===== src/nes_host_config.svh =====
// NES host configuration
// Header length, cartridge memory layout, reset hold and multitap bytes

`ifndef NES_HOST_CONFIG_SVH
`define NES_HOST_CONFIG_SVH

// iNES file header
`define NES_HEADER_BYTES 16

// Cartridge memory layout, PRG starts at address zero
`define NES_CHR_BASE 22'h200000

// Page sizes as shifts of the header page counts
`define NES_PRG_PAGE_SHIFT 14
`define NES_CHR_PAGE_SHIFT 13

// Console reset hold after a download, in clock cycles
`define NES_RESET_HOLD 8'd255

// Four-player adapter signature bytes
`define NES_TAP_SIG_P1 8'h08
`define NES_TAP_SIG_P2 8'h04

`endif


===== src/nes_host_pkg.sv =====
// NES host types
// Shared vector types and the loader state encoding

package nes_host_pkg;

	// Cartridge memory address, PRG and CHR share one 4 MB space
	typedef logic [21:0] rom_addr_t;

	// File and memory byte
	typedef logic [7:0] rom_byte_t;

	// Mapper flag word handed to the console core
	// [7:0]   mapper number
	// [10:8]  prg size code
	// [13:11] chr size code
	// [14]    mirroring
	// [15]    chr is RAM
	// [16]    four screen
	// [24:17] NES 2.0 submapper byte
	// [25]    has saves
	typedef logic [31:0] mapper_flags_t;

	// Power-of-two size code
	typedef logic [2:0] size_code_t;

	// Controller buttons in host order
	typedef logic [7:0] pad_bits_t;

	typedef enum logic [2:0] {
		S_HEADER, // Collecting the iNES header
		S_PRG, // PRG payload
		S_CHR, // CHR payload
		S_ERROR, // Header rejected
		S_DONE
	} loader_state_t;

endpackage


===== src/ines_flag_decoder.sv =====
// iNES flag decoder
// Turns the stored header bytes into the mapper flag word, with NES 2.0
// detection and clean-up of dirty iNES 1.0 headers

`timescale 1ns/1ps

`include "nes_host_config.svh"

module ines_flag_decoder (
	input nes_host_pkg::rom_byte_t header_bytes [`NES_HEADER_BYTES],
	input logic invert_mirroring,
	output nes_host_pkg::mapper_flags_t flags
);

	import nes_host_pkg::*;

	// Smallest code c with pages <= 2^c, saturating at 7
	function automatic size_code_t size_code(input rom_byte_t pages);
		size_code_t code;
		code = 3'd7;
		for (int c = 6; c >= 0; c--) begin
			if (pages <= (8'd1 << c))
				code = size_code_t'(c);
		end
		return code;
	endfunction

	rom_byte_t prg_pages;
	rom_byte_t chr_pages;
	size_code_t prg_size;
	size_code_t chr_size;
	rom_byte_t mapper;
	rom_byte_t submapper;
	logic is_nes20;
	logic is_dirty;
	logic chr_ram;
	logic mirroring;
	logic four_screen;
	logic has_saves;

	assign prg_pages = header_bytes[4]; // 16 KB pages
	assign chr_pages = header_bytes[5]; // 8 KB pages, zero means CHR RAM

	assign prg_size = size_code(prg_pages);
	assign chr_size = size_code(chr_pages);
	assign chr_ram = (chr_pages == 8'd0);

	assign is_nes20 = (header_bytes[7][3:2] == 2'b10);

	// Old tools left junk in the reserved bytes
	assign is_dirty = !is_nes20 && ((header_bytes[9] != 8'd0)
		|| (header_bytes[10] != 8'd0)
		|| (header_bytes[11] != 8'd0)
		|| (header_bytes[12] != 8'd0)
		|| (header_bytes[13] != 8'd0)
		|| (header_bytes[14] != 8'd0)
		|| (header_bytes[15] != 8'd0));

	// Upper nibble from byte 7 only when it can be trusted
	assign mapper = {is_dirty ? 4'h0 : header_bytes[7][7:4], header_bytes[6][7:4]};
	assign submapper = is_nes20 ? header_bytes[8] : 8'h00;

	assign mirroring = header_bytes[6][0] ^ invert_mirroring;
	assign has_saves = header_bytes[6][1]; // Battery backed RAM
	assign four_screen = header_bytes[6][3];

	assign flags = {6'b0, has_saves, submapper, four_screen, chr_ram, mirroring,
		chr_size, prg_size, mapper};

endmodule


===== src/ines_loader.sv =====
// iNES loader
// Captures and checks the file header, then steers the PRG and CHR payload
// into cartridge memory as a stream of single-byte writes

`timescale 1ns/1ps

`include "nes_host_config.svh"

module ines_loader (
	input logic clk,
	input logic reset_nes,
	input logic downloading,
	input nes_host_pkg::rom_byte_t file_byte,
	input logic file_wr,
	input logic invert_mirroring,
	output nes_host_pkg::rom_addr_t rom_addr,
	output nes_host_pkg::rom_byte_t rom_data,
	output logic rom_write,
	output logic busy,
	output logic done,
	output logic error,
	output nes_host_pkg::mapper_flags_t flags
);

	import nes_host_pkg::*;

	localparam int HDR_IDX_W = $clog2(`NES_HEADER_BYTES);
	localparam int HDR_CNT_W = HDR_IDX_W + 1;

	loader_state_t state;
	rom_byte_t header_q [`NES_HEADER_BYTES];
	logic [HDR_CNT_W-1:0] hdr_cnt;
	logic [21:0] bytes_left; // Payload bytes still expected in this section
	logic downloading_q;

	logic dl_rise;
	logic hdr_full;
	logic hdr_take;
	logic [HDR_IDX_W-1:0] hdr_slot;
	logic header_ok;
	logic payload_phase;

	assign dl_rise = downloading && !downloading_q;
	assign hdr_full = (hdr_cnt == HDR_CNT_W'(`NES_HEADER_BYTES));

	// A byte arriving with the download edge is header byte 0
	assign hdr_take = file_wr && (dl_rise || (state == S_HEADER && !hdr_full));
	assign hdr_slot = dl_rise ? '0 : hdr_cnt[HDR_IDX_W-1:0];

	// "NES" 0x1A and no trainer
	assign header_ok = (header_q[0] == 8'h4E) && (header_q[1] == 8'h45)
		&& (header_q[2] == 8'h53) && (header_q[3] == 8'h1A) && !header_q[6][2];

	assign payload_phase = (state == S_PRG) || (state == S_CHR);
	assign rom_write = payload_phase && (bytes_left != '0) && file_wr;
	assign rom_data = file_byte;

	always_ff @(posedge clk) begin
		if (hdr_take)
			header_q[hdr_slot] <= file_byte;
	end

	ines_flag_decoder u_flag_decoder (
		.header_bytes (header_q),
		.invert_mirroring (invert_mirroring),
		.flags (flags)
	);

	//////////////////////////////////////////////////
	// Load sequencer
	//////////////////////////////////////////////////

	always_ff @(posedge clk) begin
		if (reset_nes) begin
			state <= S_HEADER;
			hdr_cnt <= '0;
			bytes_left <= '0;
			rom_addr <= '0;
			busy <= 1'b0;
			done <= 1'b0;
			error <= 1'b0;
			downloading_q <= 1'b0;
		end else begin
			downloading_q <= downloading;
			if (dl_rise) begin // New file, start over
				state <= S_HEADER;
				hdr_cnt <= file_wr ? HDR_CNT_W'(1) : '0;
				bytes_left <= '0;
				rom_addr <= '0;
				busy <= 1'b0;
				done <= 1'b0;
				error <= 1'b0;
			end else begin
				case (state)
					S_HEADER: begin
						if (hdr_full) begin
							if (header_ok) begin
								busy <= 1'b1;
								rom_addr <= '0;
								bytes_left <= 22'(header_q[4]) << `NES_PRG_PAGE_SHIFT;
								state <= S_PRG;
							end else begin
								state <= S_ERROR;
							end
						end else if (file_wr) begin
							hdr_cnt <= hdr_cnt + 1'b1;
						end
					end
					S_PRG, S_CHR: begin
						if (bytes_left != '0) begin
							if (file_wr) begin
								bytes_left <= bytes_left - 1'b1;
								rom_addr <= rom_addr + 1'b1;
							end
						end else if (state == S_PRG) begin
							rom_addr <= `NES_CHR_BASE;
							bytes_left <= 22'(header_q[5]) << `NES_CHR_PAGE_SHIFT;
							state <= S_CHR;
						end else begin
							done <= 1'b1;
							busy <= 1'b0;
							state <= S_DONE;
						end
					end
					S_ERROR: begin
						done <= 1'b1;
						error <= 1'b1;
						busy <= 1'b0;
					end
					default: begin
						// S_DONE waits for the next download, trailing bytes dropped
					end
				endcase
			end
		end
	end

endmodule


===== src/console_reset_ctrl.sv =====
// Console reset control
// Holds the console in reset until a cartridge is loaded and for a short
// countdown after each download, and latches the mapper flags

`timescale 1ns/1ps

`include "nes_host_config.svh"

module console_reset_ctrl (
	input logic clk,
	input logic reset_nes,
	input logic downloading,
	input logic host_reset,
	input logic loader_busy,
	input logic loader_done,
	input logic loader_error,
	input nes_host_pkg::mapper_flags_t decoded_flags,
	output nes_host_pkg::mapper_flags_t mapper_flags,
	output logic console_reset
);

	import nes_host_pkg::*;

	logic first_dl_seen; // Set once any download has started
	logic [7:0] hold_cnt;
	logic done_q;
	mapper_flags_t flags_q;

	always_ff @(posedge clk) begin
		if (reset_nes) begin
			first_dl_seen <= 1'b0;
			hold_cnt <= 8'd0;
			done_q <= 1'b0;
			flags_q <= '0;
		end else begin
			done_q <= loader_done;
			if (downloading)
				first_dl_seen <= 1'b1;

			if (downloading)
				hold_cnt <= `NES_RESET_HOLD;
			else if (!loader_busy && hold_cnt != 8'd0)
				hold_cnt <= hold_cnt - 1'b1;

			if (loader_done && !done_q)
				flags_q <= decoded_flags; // Load finished
			else if (downloading && !loader_done)
				flags_q <= '0;
		end
	end

	assign mapper_flags = downloading ? '0 : flags_q; // Core sees no cartridge mid-load

	assign console_reset = !first_dl_seen || host_reset || loader_error || (hold_cnt != 8'd0);

endmodule


===== src/joypad_shifter.sv =====
// Joypad serializer
// Two NES controller ports as 24-bit shift registers that hold the pad and
// then either a multitap pad and signature or all-ones filler

`timescale 1ns/1ps

`include "nes_host_config.svh"

module joypad_shifter (
	input logic clk,
	input logic reset_nes,
	input nes_host_pkg::pad_bits_t joy_a,
	input nes_host_pkg::pad_bits_t joy_b,
	input nes_host_pkg::pad_bits_t joy_c,
	input nes_host_pkg::pad_bits_t joy_d,
	input logic multitap_en,
	input logic joy_swap,
	input logic joypad_strobe,
	input logic [1:0] joypad_clock,
	output logic [1:0] joypad_data
);

	import nes_host_pkg::*;

	localparam pad_bits_t TAP_SIG [2] = '{`NES_TAP_SIG_P1, `NES_TAP_SIG_P2};

	// Host bits into NES serial order with A in bit 0
	function automatic pad_bits_t nes_order(input pad_bits_t pad);
		return {pad[0], pad[1], pad[2], pad[3], pad[7], pad[6], pad[5], pad[4]};
	endfunction

	pad_bits_t main_pad [2];
	pad_bits_t tap_pad [2];
	logic [23:0] load_word [2];
	logic [23:0] shift_q [2];
	logic [1:0] clock_q; // Last clock bit of each port
	logic [1:0] clock_fall;

	assign main_pad[0] = nes_order(joy_swap ? joy_b : joy_a);
	assign main_pad[1] = nes_order(joy_swap ? joy_a : joy_b);
	assign tap_pad[0] = nes_order(joy_c);
	assign tap_pad[1] = nes_order(joy_d);

	always_comb begin
		for (int i = 0; i < 2; i++) begin
			if (multitap_en)
				load_word[i] = {TAP_SIG[i], tap_pad[i], main_pad[i]};
			else
				load_word[i] = {16'hFFFF, main_pad[i]}; // Reads as pressed-all past bit 8
		end
	end

	assign clock_fall = clock_q & ~joypad_clock;

	//////////////////////////////////////////////////
	// Shift registers
	//////////////////////////////////////////////////

	always_ff @(posedge clk) begin
		if (reset_nes) begin
			shift_q[0] <= '0;
			shift_q[1] <= '0;
			clock_q <= 2'b00;
		end else begin
			clock_q <= joypad_clock;
			for (int i = 0; i < 2; i++) begin
				if (joypad_strobe)
					shift_q[i] <= load_word[i];
				else if (clock_fall[i])
					shift_q[i] <= {1'b0, shift_q[i][23:1]}; // Zero once emptied
			end
		end
	end

	assign joypad_data = {shift_q[1][0], shift_q[0][0]};

endmodule


===== src/nes_host_top.sv =====
// NES host front end
// Cartridge loader, console reset control and controller ports

`timescale 1ns/1ps

module nes_host_top (
	input logic clk,
	input logic reset_nes,

	// ROM file stream
	input logic downloading,
	input nes_host_pkg::rom_byte_t file_byte,
	input logic file_wr,
	input logic invert_mirroring,
	input logic host_reset,

	// Host controllers
	input nes_host_pkg::pad_bits_t joy_a,
	input nes_host_pkg::pad_bits_t joy_b,
	input nes_host_pkg::pad_bits_t joy_c,
	input nes_host_pkg::pad_bits_t joy_d,
	input logic multitap_en,
	input logic joy_swap,

	// Console side of the controller ports
	input logic joypad_strobe,
	input logic [1:0] joypad_clock,
	output logic [1:0] joypad_data,

	// Cartridge memory writes
	output nes_host_pkg::rom_addr_t rom_addr,
	output nes_host_pkg::rom_byte_t rom_data,
	output logic rom_write,

	output logic loader_busy,
	output logic loader_done,
	output logic loader_error,
	output nes_host_pkg::mapper_flags_t mapper_flags,
	output logic console_reset
);

	import nes_host_pkg::*;

	mapper_flags_t loader_flags; // Live decode of the header store

	ines_loader u_loader (
		.clk (clk),
		.reset_nes (reset_nes),
		.downloading (downloading),
		.file_byte (file_byte),
		.file_wr (file_wr),
		.invert_mirroring (invert_mirroring),
		.rom_addr (rom_addr),
		.rom_data (rom_data),
		.rom_write (rom_write),
		.busy (loader_busy),
		.done (loader_done),
		.error (loader_error),
		.flags (loader_flags)
	);

	console_reset_ctrl u_reset_ctrl (
		.clk (clk),
		.reset_nes (reset_nes),
		.downloading (downloading),
		.host_reset (host_reset),
		.loader_busy (loader_busy),
		.loader_done (loader_done),
		.loader_error (loader_error),
		.decoded_flags (loader_flags),
		.mapper_flags (mapper_flags),
		.console_reset (console_reset)
	);

	joypad_shifter u_joypad (
		.clk (clk),
		.reset_nes (reset_nes),
		.joy_a (joy_a),
		.joy_b (joy_b),
		.joy_c (joy_c),
		.joy_d (joy_d),
		.multitap_en (multitap_en),
		.joy_swap (joy_swap),
		.joypad_strobe (joypad_strobe),
		.joypad_clock (joypad_clock),
		.joypad_data (joypad_data)
	);

endmodule


===== config.mk =====
export PLATFORM = sky130hd
export DESIGN_NAME = nes_host_top
export DESIGN_NICKNAME = d
export VERILOG_FILES = /design/src/nes_host_pkg.sv /design/src/ines_flag_decoder.sv /design/src/ines_loader.sv /design/src/console_reset_ctrl.sv /design/src/joypad_shifter.sv /design/src/nes_host_top.sv
export VERILOG_INCLUDE_DIRS = /design/src /design/src/src
export SDC_FILE = /design/constraint.sdc
export NUM_CORES = 1
export LEC_CHECK = 0
export BUFFER_PORTS_ARGS = -buffer_cell sky130_fd_sc_hd__buf_2
export CAP_MARGIN = 15
export CORE_ASPECT_RATIO = 1.2
export CORE_MARGIN = 2
export CORE_UTILIZATION = 46
export CTS_CLUSTER_DIAMETER = 200
export CTS_CLUSTER_SIZE = 30
export DETAILED_ROUTE_END_ITERATION = 16
export SLEW_MARGIN = 40
export SYNTH_ARGS = -nofsm -noshare
export SYNTH_HDL_FRONTEND = slang
export SYNTH_SLANG_ARGS = --single-unit

===== constraint.sdc =====
create_clock -name clk -period 4.16 [get_ports clk]
set_input_delay 0.832 -clock clk [delete_from_list [all_inputs] [get_ports clk]]
set_output_delay 0.832 -clock clk [all_outputs]
set_load 0.005 [all_outputs]

* Word level (Yosys, flattened, before mapping)
Memories as Yosys holds them, arrays and structs flattened. Index checks and enable logic that the tools add are counted.
Word-level totals: register bits 222, latch bits 0, bits in writable memories 48, ROM bits 0, input bits 51, output and inout port bits 69, word-level logic and storage cells 208, memories 1
Memories:
- u_joypad.shift_q | depth 2, bits a word 24, read ports 2, clocked after Yosys merged registers in 0, wr ports 2, RTL line joypad_shifter.sv:35 | logic [23:0] shift_q [2];
Operators by class: add/sub/neg operators 4, $mul 0, div/mod/pow operators 0, order comparisons 16, eq/ne operators 16, shift-type cells 0, muxes and demuxes 76, bitwise gates (word level) 8, reduce and logical (&&, ||, !) cells 58
Operators with widths (count):
- two-way mux 22 bit | 10
- two-way mux 24 bit | 6
- bitwise mux 128 bit | 1
- case mux 22 bit (2 select lines) | 2
- two-way mux 26 bit | 3
- nonzero test 8 bit | 8
- two-way mux 8 bit | 6
- two-way mux 3 bit | 15
- demux 8 bit (select 4 bit) | 1
- equality test 8 x 7 -> 1 bit (second input constant) | 3
- adder 22 x 1 -> 22 bit (second input constant) | 1
- two-way mux 1 bit | 22
- nonzero test 22 bit | 1
- subtractor 22 x 1 -> 22 bit (second input constant) | 1
- two-way mux 5 bit | 4
- less-or-equal comparator 8 x 1 -> 1 bit (second input constant) | 2
- less-or-equal comparator 8 x 2 -> 1 bit (second input constant) | 2
- less-or-equal comparator 8 x 3 -> 1 bit (second input constant) | 2
- less-or-equal comparator 8 x 4 -> 1 bit (second input constant) | 2
- less-or-equal comparator 8 x 5 -> 1 bit (second input constant) | 2
- less-or-equal comparator 8 x 6 -> 1 bit (second input constant) | 2
- less-or-equal comparator 8 x 7 -> 1 bit (second input constant) | 2
- logical AND 1 bit | 14
- nonzero test 2 bit | 6
- other kinds (31) | 60

* Logic depth before layout (Yosys ltp)
depth in word-level cells 10, mapped depth 11, gate-level depth less buffers 8

* Modules after synthesis
Synthesis repeated with hierarchy kept, for this count alone.
Second synthesis, totals: cell total of the unflattened synthesis 1021, area, all modules 12042.8 um2
Modules (own cells, without submodules):
- ines_loader | instances 1, cells an instance 572, area an instance 7302.0 um2, sequential area each 4964.8 um2
- joypad_shifter | instances 1, cells an instance 158, area an instance 2372.3 um2, sequential area each 1471.4 um2
- console_reset_ctrl | instances 1, cells an instance 200, area an instance 1776.7 um2, sequential area each 840.8 um2
- ines_flag_decoder | instances 1, cells an instance 91, area an instance 591.8 um2, sequential area each 0.0 um2

* Worst setup path before layout
OpenSTA, ideal clock, no wires.
path kind reg-to-reg, start reg u_loader.bytes_left[15], end reg u_loader.bytes_left[20], arrival 2.460 ns, data required time 4.028 ns, slack 1.568 ns, stages on the path, launching flop included 10, path buffers 3, period minus slack after synthesis 2.592 ns, path through dfxtp_1 -> or4_4 -> or4_1 -> or2_0 -> buf_2 -> o221a_2 -> buf_2 -> buf_4 -> o2111ai_1 -> a21oi_1
Between the ends: word-level cells in the longest chain between the ends 4, elaborated cells on any way between the ends 8, those cells by class add/sub: 1; eq/ne: 2; mux: 3; reduce/logical: 2
RTL lines:
- from (decl) | RTL line ines_loader.sv:33 | logic [21:0] bytes_left;
- from (signal assigned) | RTL line ines_loader.sv:100 | bytes_left <= 22'(header_q[4]) << `NES_PRG_PAGE_SHIFT;
- from (signal assigned) | RTL line ines_loader.sv:112 | bytes_left <= bytes_left - 1'b1;
- from (signal assigned) | RTL line ines_loader.sv:117 | bytes_left <= 22'(header_q[5]) << `NES_CHR_PAGE_SHIFT;
- subtractor 22 x 1 -> 22 bit | RTL line ines_loader.sv:112
- two-way mux 22 bit | RTL line ines_loader.sv:111 | if (file_wr) begin
- two-way mux 22 bit | RTL line ines_loader.sv:110 | if (bytes_left != '0) begin
- case mux 22 bit (2 select lines) | RTL line ines_loader.sv:94 | case (state)
Several ways; a longest one is shown, not always the timed one. The select of a mux whose other input is x is not followed. A chain may end at the register's enable or synchronous reset.

* Worst setup path after layout
start reg u_loader.bytes_left[0], end out rom_write
Between the ends: word-level cells in the longest chain between the ends 3
RTL lines:
- nonzero test 22 bit | RTL line ines_loader.sv:55 | assign rom_write = payload_phase && (bytes_left != '0) && file_wr;
- logical AND 1 bit (2 in series) | RTL line ines_loader.sv:55
- to (decl) | RTL line nes_host_top.sv:33 | output logic rom_write,
No other way between the ends.

==> flow_metrics.tcl <==
set metrics [dict create \
    syn_inst 1014 \
    global_route_wire_length_before_repair_mm 39.8 \
    power.clock.fraction_pct 30.5 \
    avgSynthCellArea_um2 11.3 \
    synth-seq-area-share_pct 62.0 \
    io-pin-count 120 \
    gp_congestion 0.808 \
    fmax_mhz 273 \
    critical_path.startpoint_type "flip-flop" \
    postCtsResizedCells 0 \
    final_cell_area_um2 12600 \
    synth.yosys.warnings 0 \
    power_density_nw_per_um2 358 \
    clock_path_buffers 3 \
    run_status "complete, no violations" \
    pwr-share-seq_pct 64.8 \
    detail_route.vias_per_cell 5.67 \
    area_delta_synth_final_pct 9.86 \
    die_area_um2 26200 \
    cts.htree.levels 1 \
    critPathMaxStageDelay_ns 0.50 \
    setup_violations 0 \
    post-synth-top-area-fraction_pct 45.4 \
    cpMostUsedCell "sky130_fd_sc_hd__inv_1" \
    die_h_um 177 \
    yosys-top-cells-count "173 x sky130_fd_sc_hd__edfxtp_1, 95 x sky130_fd_sc_hd__dfxtp_1, 92 x sky130_fd_sc_hd__nor2_1, 74 x sky130_fd_sc_hd__nand2_1, 67 x sky130_fd_sc_hd__a21oi_1" \
    power.internal_mw 3.55 \
    die-width_um 148 \
    p_total_mw 4.50 \
    timing.final.crit_share_pct 88.1 \
    global_route.overflow_total 0 \
    largest_net_degree_at_the_start_of_global_routing 37 \
    synth_enable_flop_cells 173 \
    antenna_violating_nets_post_route 0 \
    antenna_found_initial 0 \
    synth_ff_type "sky130_fd_sc_hd__edfxtp_1" \
    drt-pass1-iter-count 5 \
    detail_route.wl_per_cell_um 17.8 \
    period_needed_ns 3.66 \
    worstPathMaxFanout 15 \
    timing.critical_path.required_ns 3.33 \
    crit_path_cell_trace "inv_1 > ha_1 > nor3b_1 > nand4_1 > o21a_1 > nand2_1 > inv_1 > buf_2" \
    crit-reg2reg-launch "u_loader.bytes_left[15]" \
    end_kind "primary output" \
    drv.max_cap_violation_count 0 \
    synth.most_common_cell "sky130_fd_sc_hd__edfxtp_1" \
    critPathLaunch "u_loader.bytes_left[0]" \
    cts_sinks 268 \
    floorplan.initialDensity_pct 46.6 \
    synthDistinctLibCells 64 \
    num_rows 63 \
    post_route_cells_drive_above_1_share_pct 14.8 \
    postCtsSetupRepairBufs 0 \
    netSwitchingPower_mw 0.950 \
    share_comb_of_total_power_pct 4.7 \
    sw_frac_of_total_pct 21.1 \
    ys_seq_elements 268 \
    mappedNetlistArea_um2 11400 \
    postSynth.asyncResetShare_pct 0 \
    vias 8066 \
    port_buffer_cells 113 \
    yosys-top-cells-area "sky130_fd_sc_hd__edfxtp_1 45%, sky130_fd_sc_hd__dfxtp_1 17%, sky130_fd_sc_hd__nor2_1 3.0%, sky130_fd_sc_hd__a21oi_1 2.9%, sky130_fd_sc_hd__nor2b_1 2.6%" \
    hold_class "flip-flop to flip-flop" \
    cts-root-buf "sky130_fd_sc_hd__clkbuf_16" \
    path_class "flip-flop to primary output" \
    worst_skew_late_latency_ns 0.50 \
    rsz0062_at_grt "no" \
    setup-tns-final_ns 0 \
    net_count_reported_at_finish 1149 \
    final-hold-violation-count 0 \
    detail_route.iter0.violations 613 \
    cp_slowest_cell "sky130_fd_sc_hd__o21a_1" \
    hold_buffers 0 \
    core-area_um2 24600 \
    path_clk_slew_ns 0.12 \
    tightestPinTransition_ns 0.806 \
    p_leak_nw 4.56 \
    numCtsBuffers 12 \
    routed_wl_mm 25.4 \
    clock_skew_ns 0.0356 \
    detailed_place.area_um2 12200 \
    final_max_slew_viol_count 0 \
    cts_tree "yes" \
    route.detailed.drc 0 \
    grt_usage_pct 19.0 \
    peak_supply_drop_mv 0.372 \
    n_antenna_cell 0 \
    critical_path_arrival_ns 2.83 \
    grt_pass1_vias 7552 \
    timing.max_slew.rel_slack_pct 46.2 \
    dp_hpwl_mm 16.7 \
    netlist.top_cell.by_area "sky130_fd_sc_hd__edfxtp_1" \
    min-delay-start "u_reset_ctrl.first_dl_seen" \
]
[power groups by stage]
stage	Combinational, mW	Clock [mW]	Sequential (mW)
final	0.210	1.37	2.91
after global routing	0.236	1.50	2.92
after CTS	0.215	1.42	2.91
after detailed placement	0.215	0	2.97
after global placement	0.211	0	2.97
after floorplan	0.129	0	2.97
[routing by layer]
metal  GRT usage (%)  vias to the layer above  wire (µm)
li1                -                     3919          -
met1            24.0                     3936      10800
met2            34.9                      181      13100
met3            2.11                       30       1040
met4            4.68                        0        455
met5               0                        -          0
[layout by cell type, fill, tap and decap left out, drive strengths merged, types with 25 or more instances in the layout]
master  Yosys  final
a21oi      67     67
buf        29    128
dfxtp      95     95
edfxtp    173    173
nand2      74     74
nor2       92     92
nor2b      48     48
nor4       25     25
o21ai      67     67
or4        25     25
[registers in the layout, summed over array words and instances, names as in the netlist, 2 cells and up]
signal / count
u_loader.state: 3
u_reset_ctrl.hold_cnt: 8
u_loader.rom_addr: 22
u_joypad.shift_q: 48
u_loader.header_q: 126
u_joypad.clock_q: 2
u_loader.hdr_cnt: 5
u_reset_ctrl.flags_q: 26
u_loader.bytes_left: 22
[worst max-delay path, delay by kind of cell, from the launching register on]
kind / cells / cell delay (ns)
and+or+nand+nor: 3 / 1.06
AOI/OAI and AO/OA: 1 / 0.50
DFF: 1 / 0.35
buffers and inverters: 3 / 0.25
adders and majority gates: 1 / 0.19
[kinds of logic after synthesis]
group                      after synthesis  synth area share, %
and+or+nand+nor                        380                 17.5
DFF                                    268                 62.0
AOI/OAI and AO/OA                      243                 13.4
buffers and inverters                   82                 3.64
muxes                                   20                 1.75
xor gates and xnor gates                14                 1.07
adders and majority gates                6                0.656
other                                    1               0.0328
[final timing paths]
check / slack, ns / cells after the start / endpoint
setup reg to reg: 1.15 / 7 / u_loader.rom_addr[10]
hold / removal: 0.48 / 2 / u_reset_ctrl.first_dl_seen
hold reg to reg: 0.48 / 2 / u_reset_ctrl.first_dl_seen
setup / recovery: 0.50 / 8 / rom_write
[area by class of cell]
class | count | area [µm²]
sequential | 268 | 7100
tap | 325 | 407
inverter | 13 | 48.8
clock inverter | 1 | 5.00
multi-input combinational | 669 | 3990
clock buffer | 19 | 348
fill | 2248 | 12000
timing repair buffer | 128 | 678
[through the flow]
step / hold WS [ns] / util (%) / cells / setup WS, ns
6_report: 0.478 / 51.1 / 1423 / 0.496
2_1_floorplan: 0.427 / - / 1019 / 1.57
4_1_cts: 0.478 / 51.1 / 1423 / 0.502
5_1_grt: 0.507 / 51.1 / 1423 / 0.242
3_3_place_gp: 0.442 / 49.6 / 1403 / 0.904
3_5_place_dp: 0.456 / 49.7 / 1403 / 0.992
Note: power is estimated with default switching activity, not from simulation.
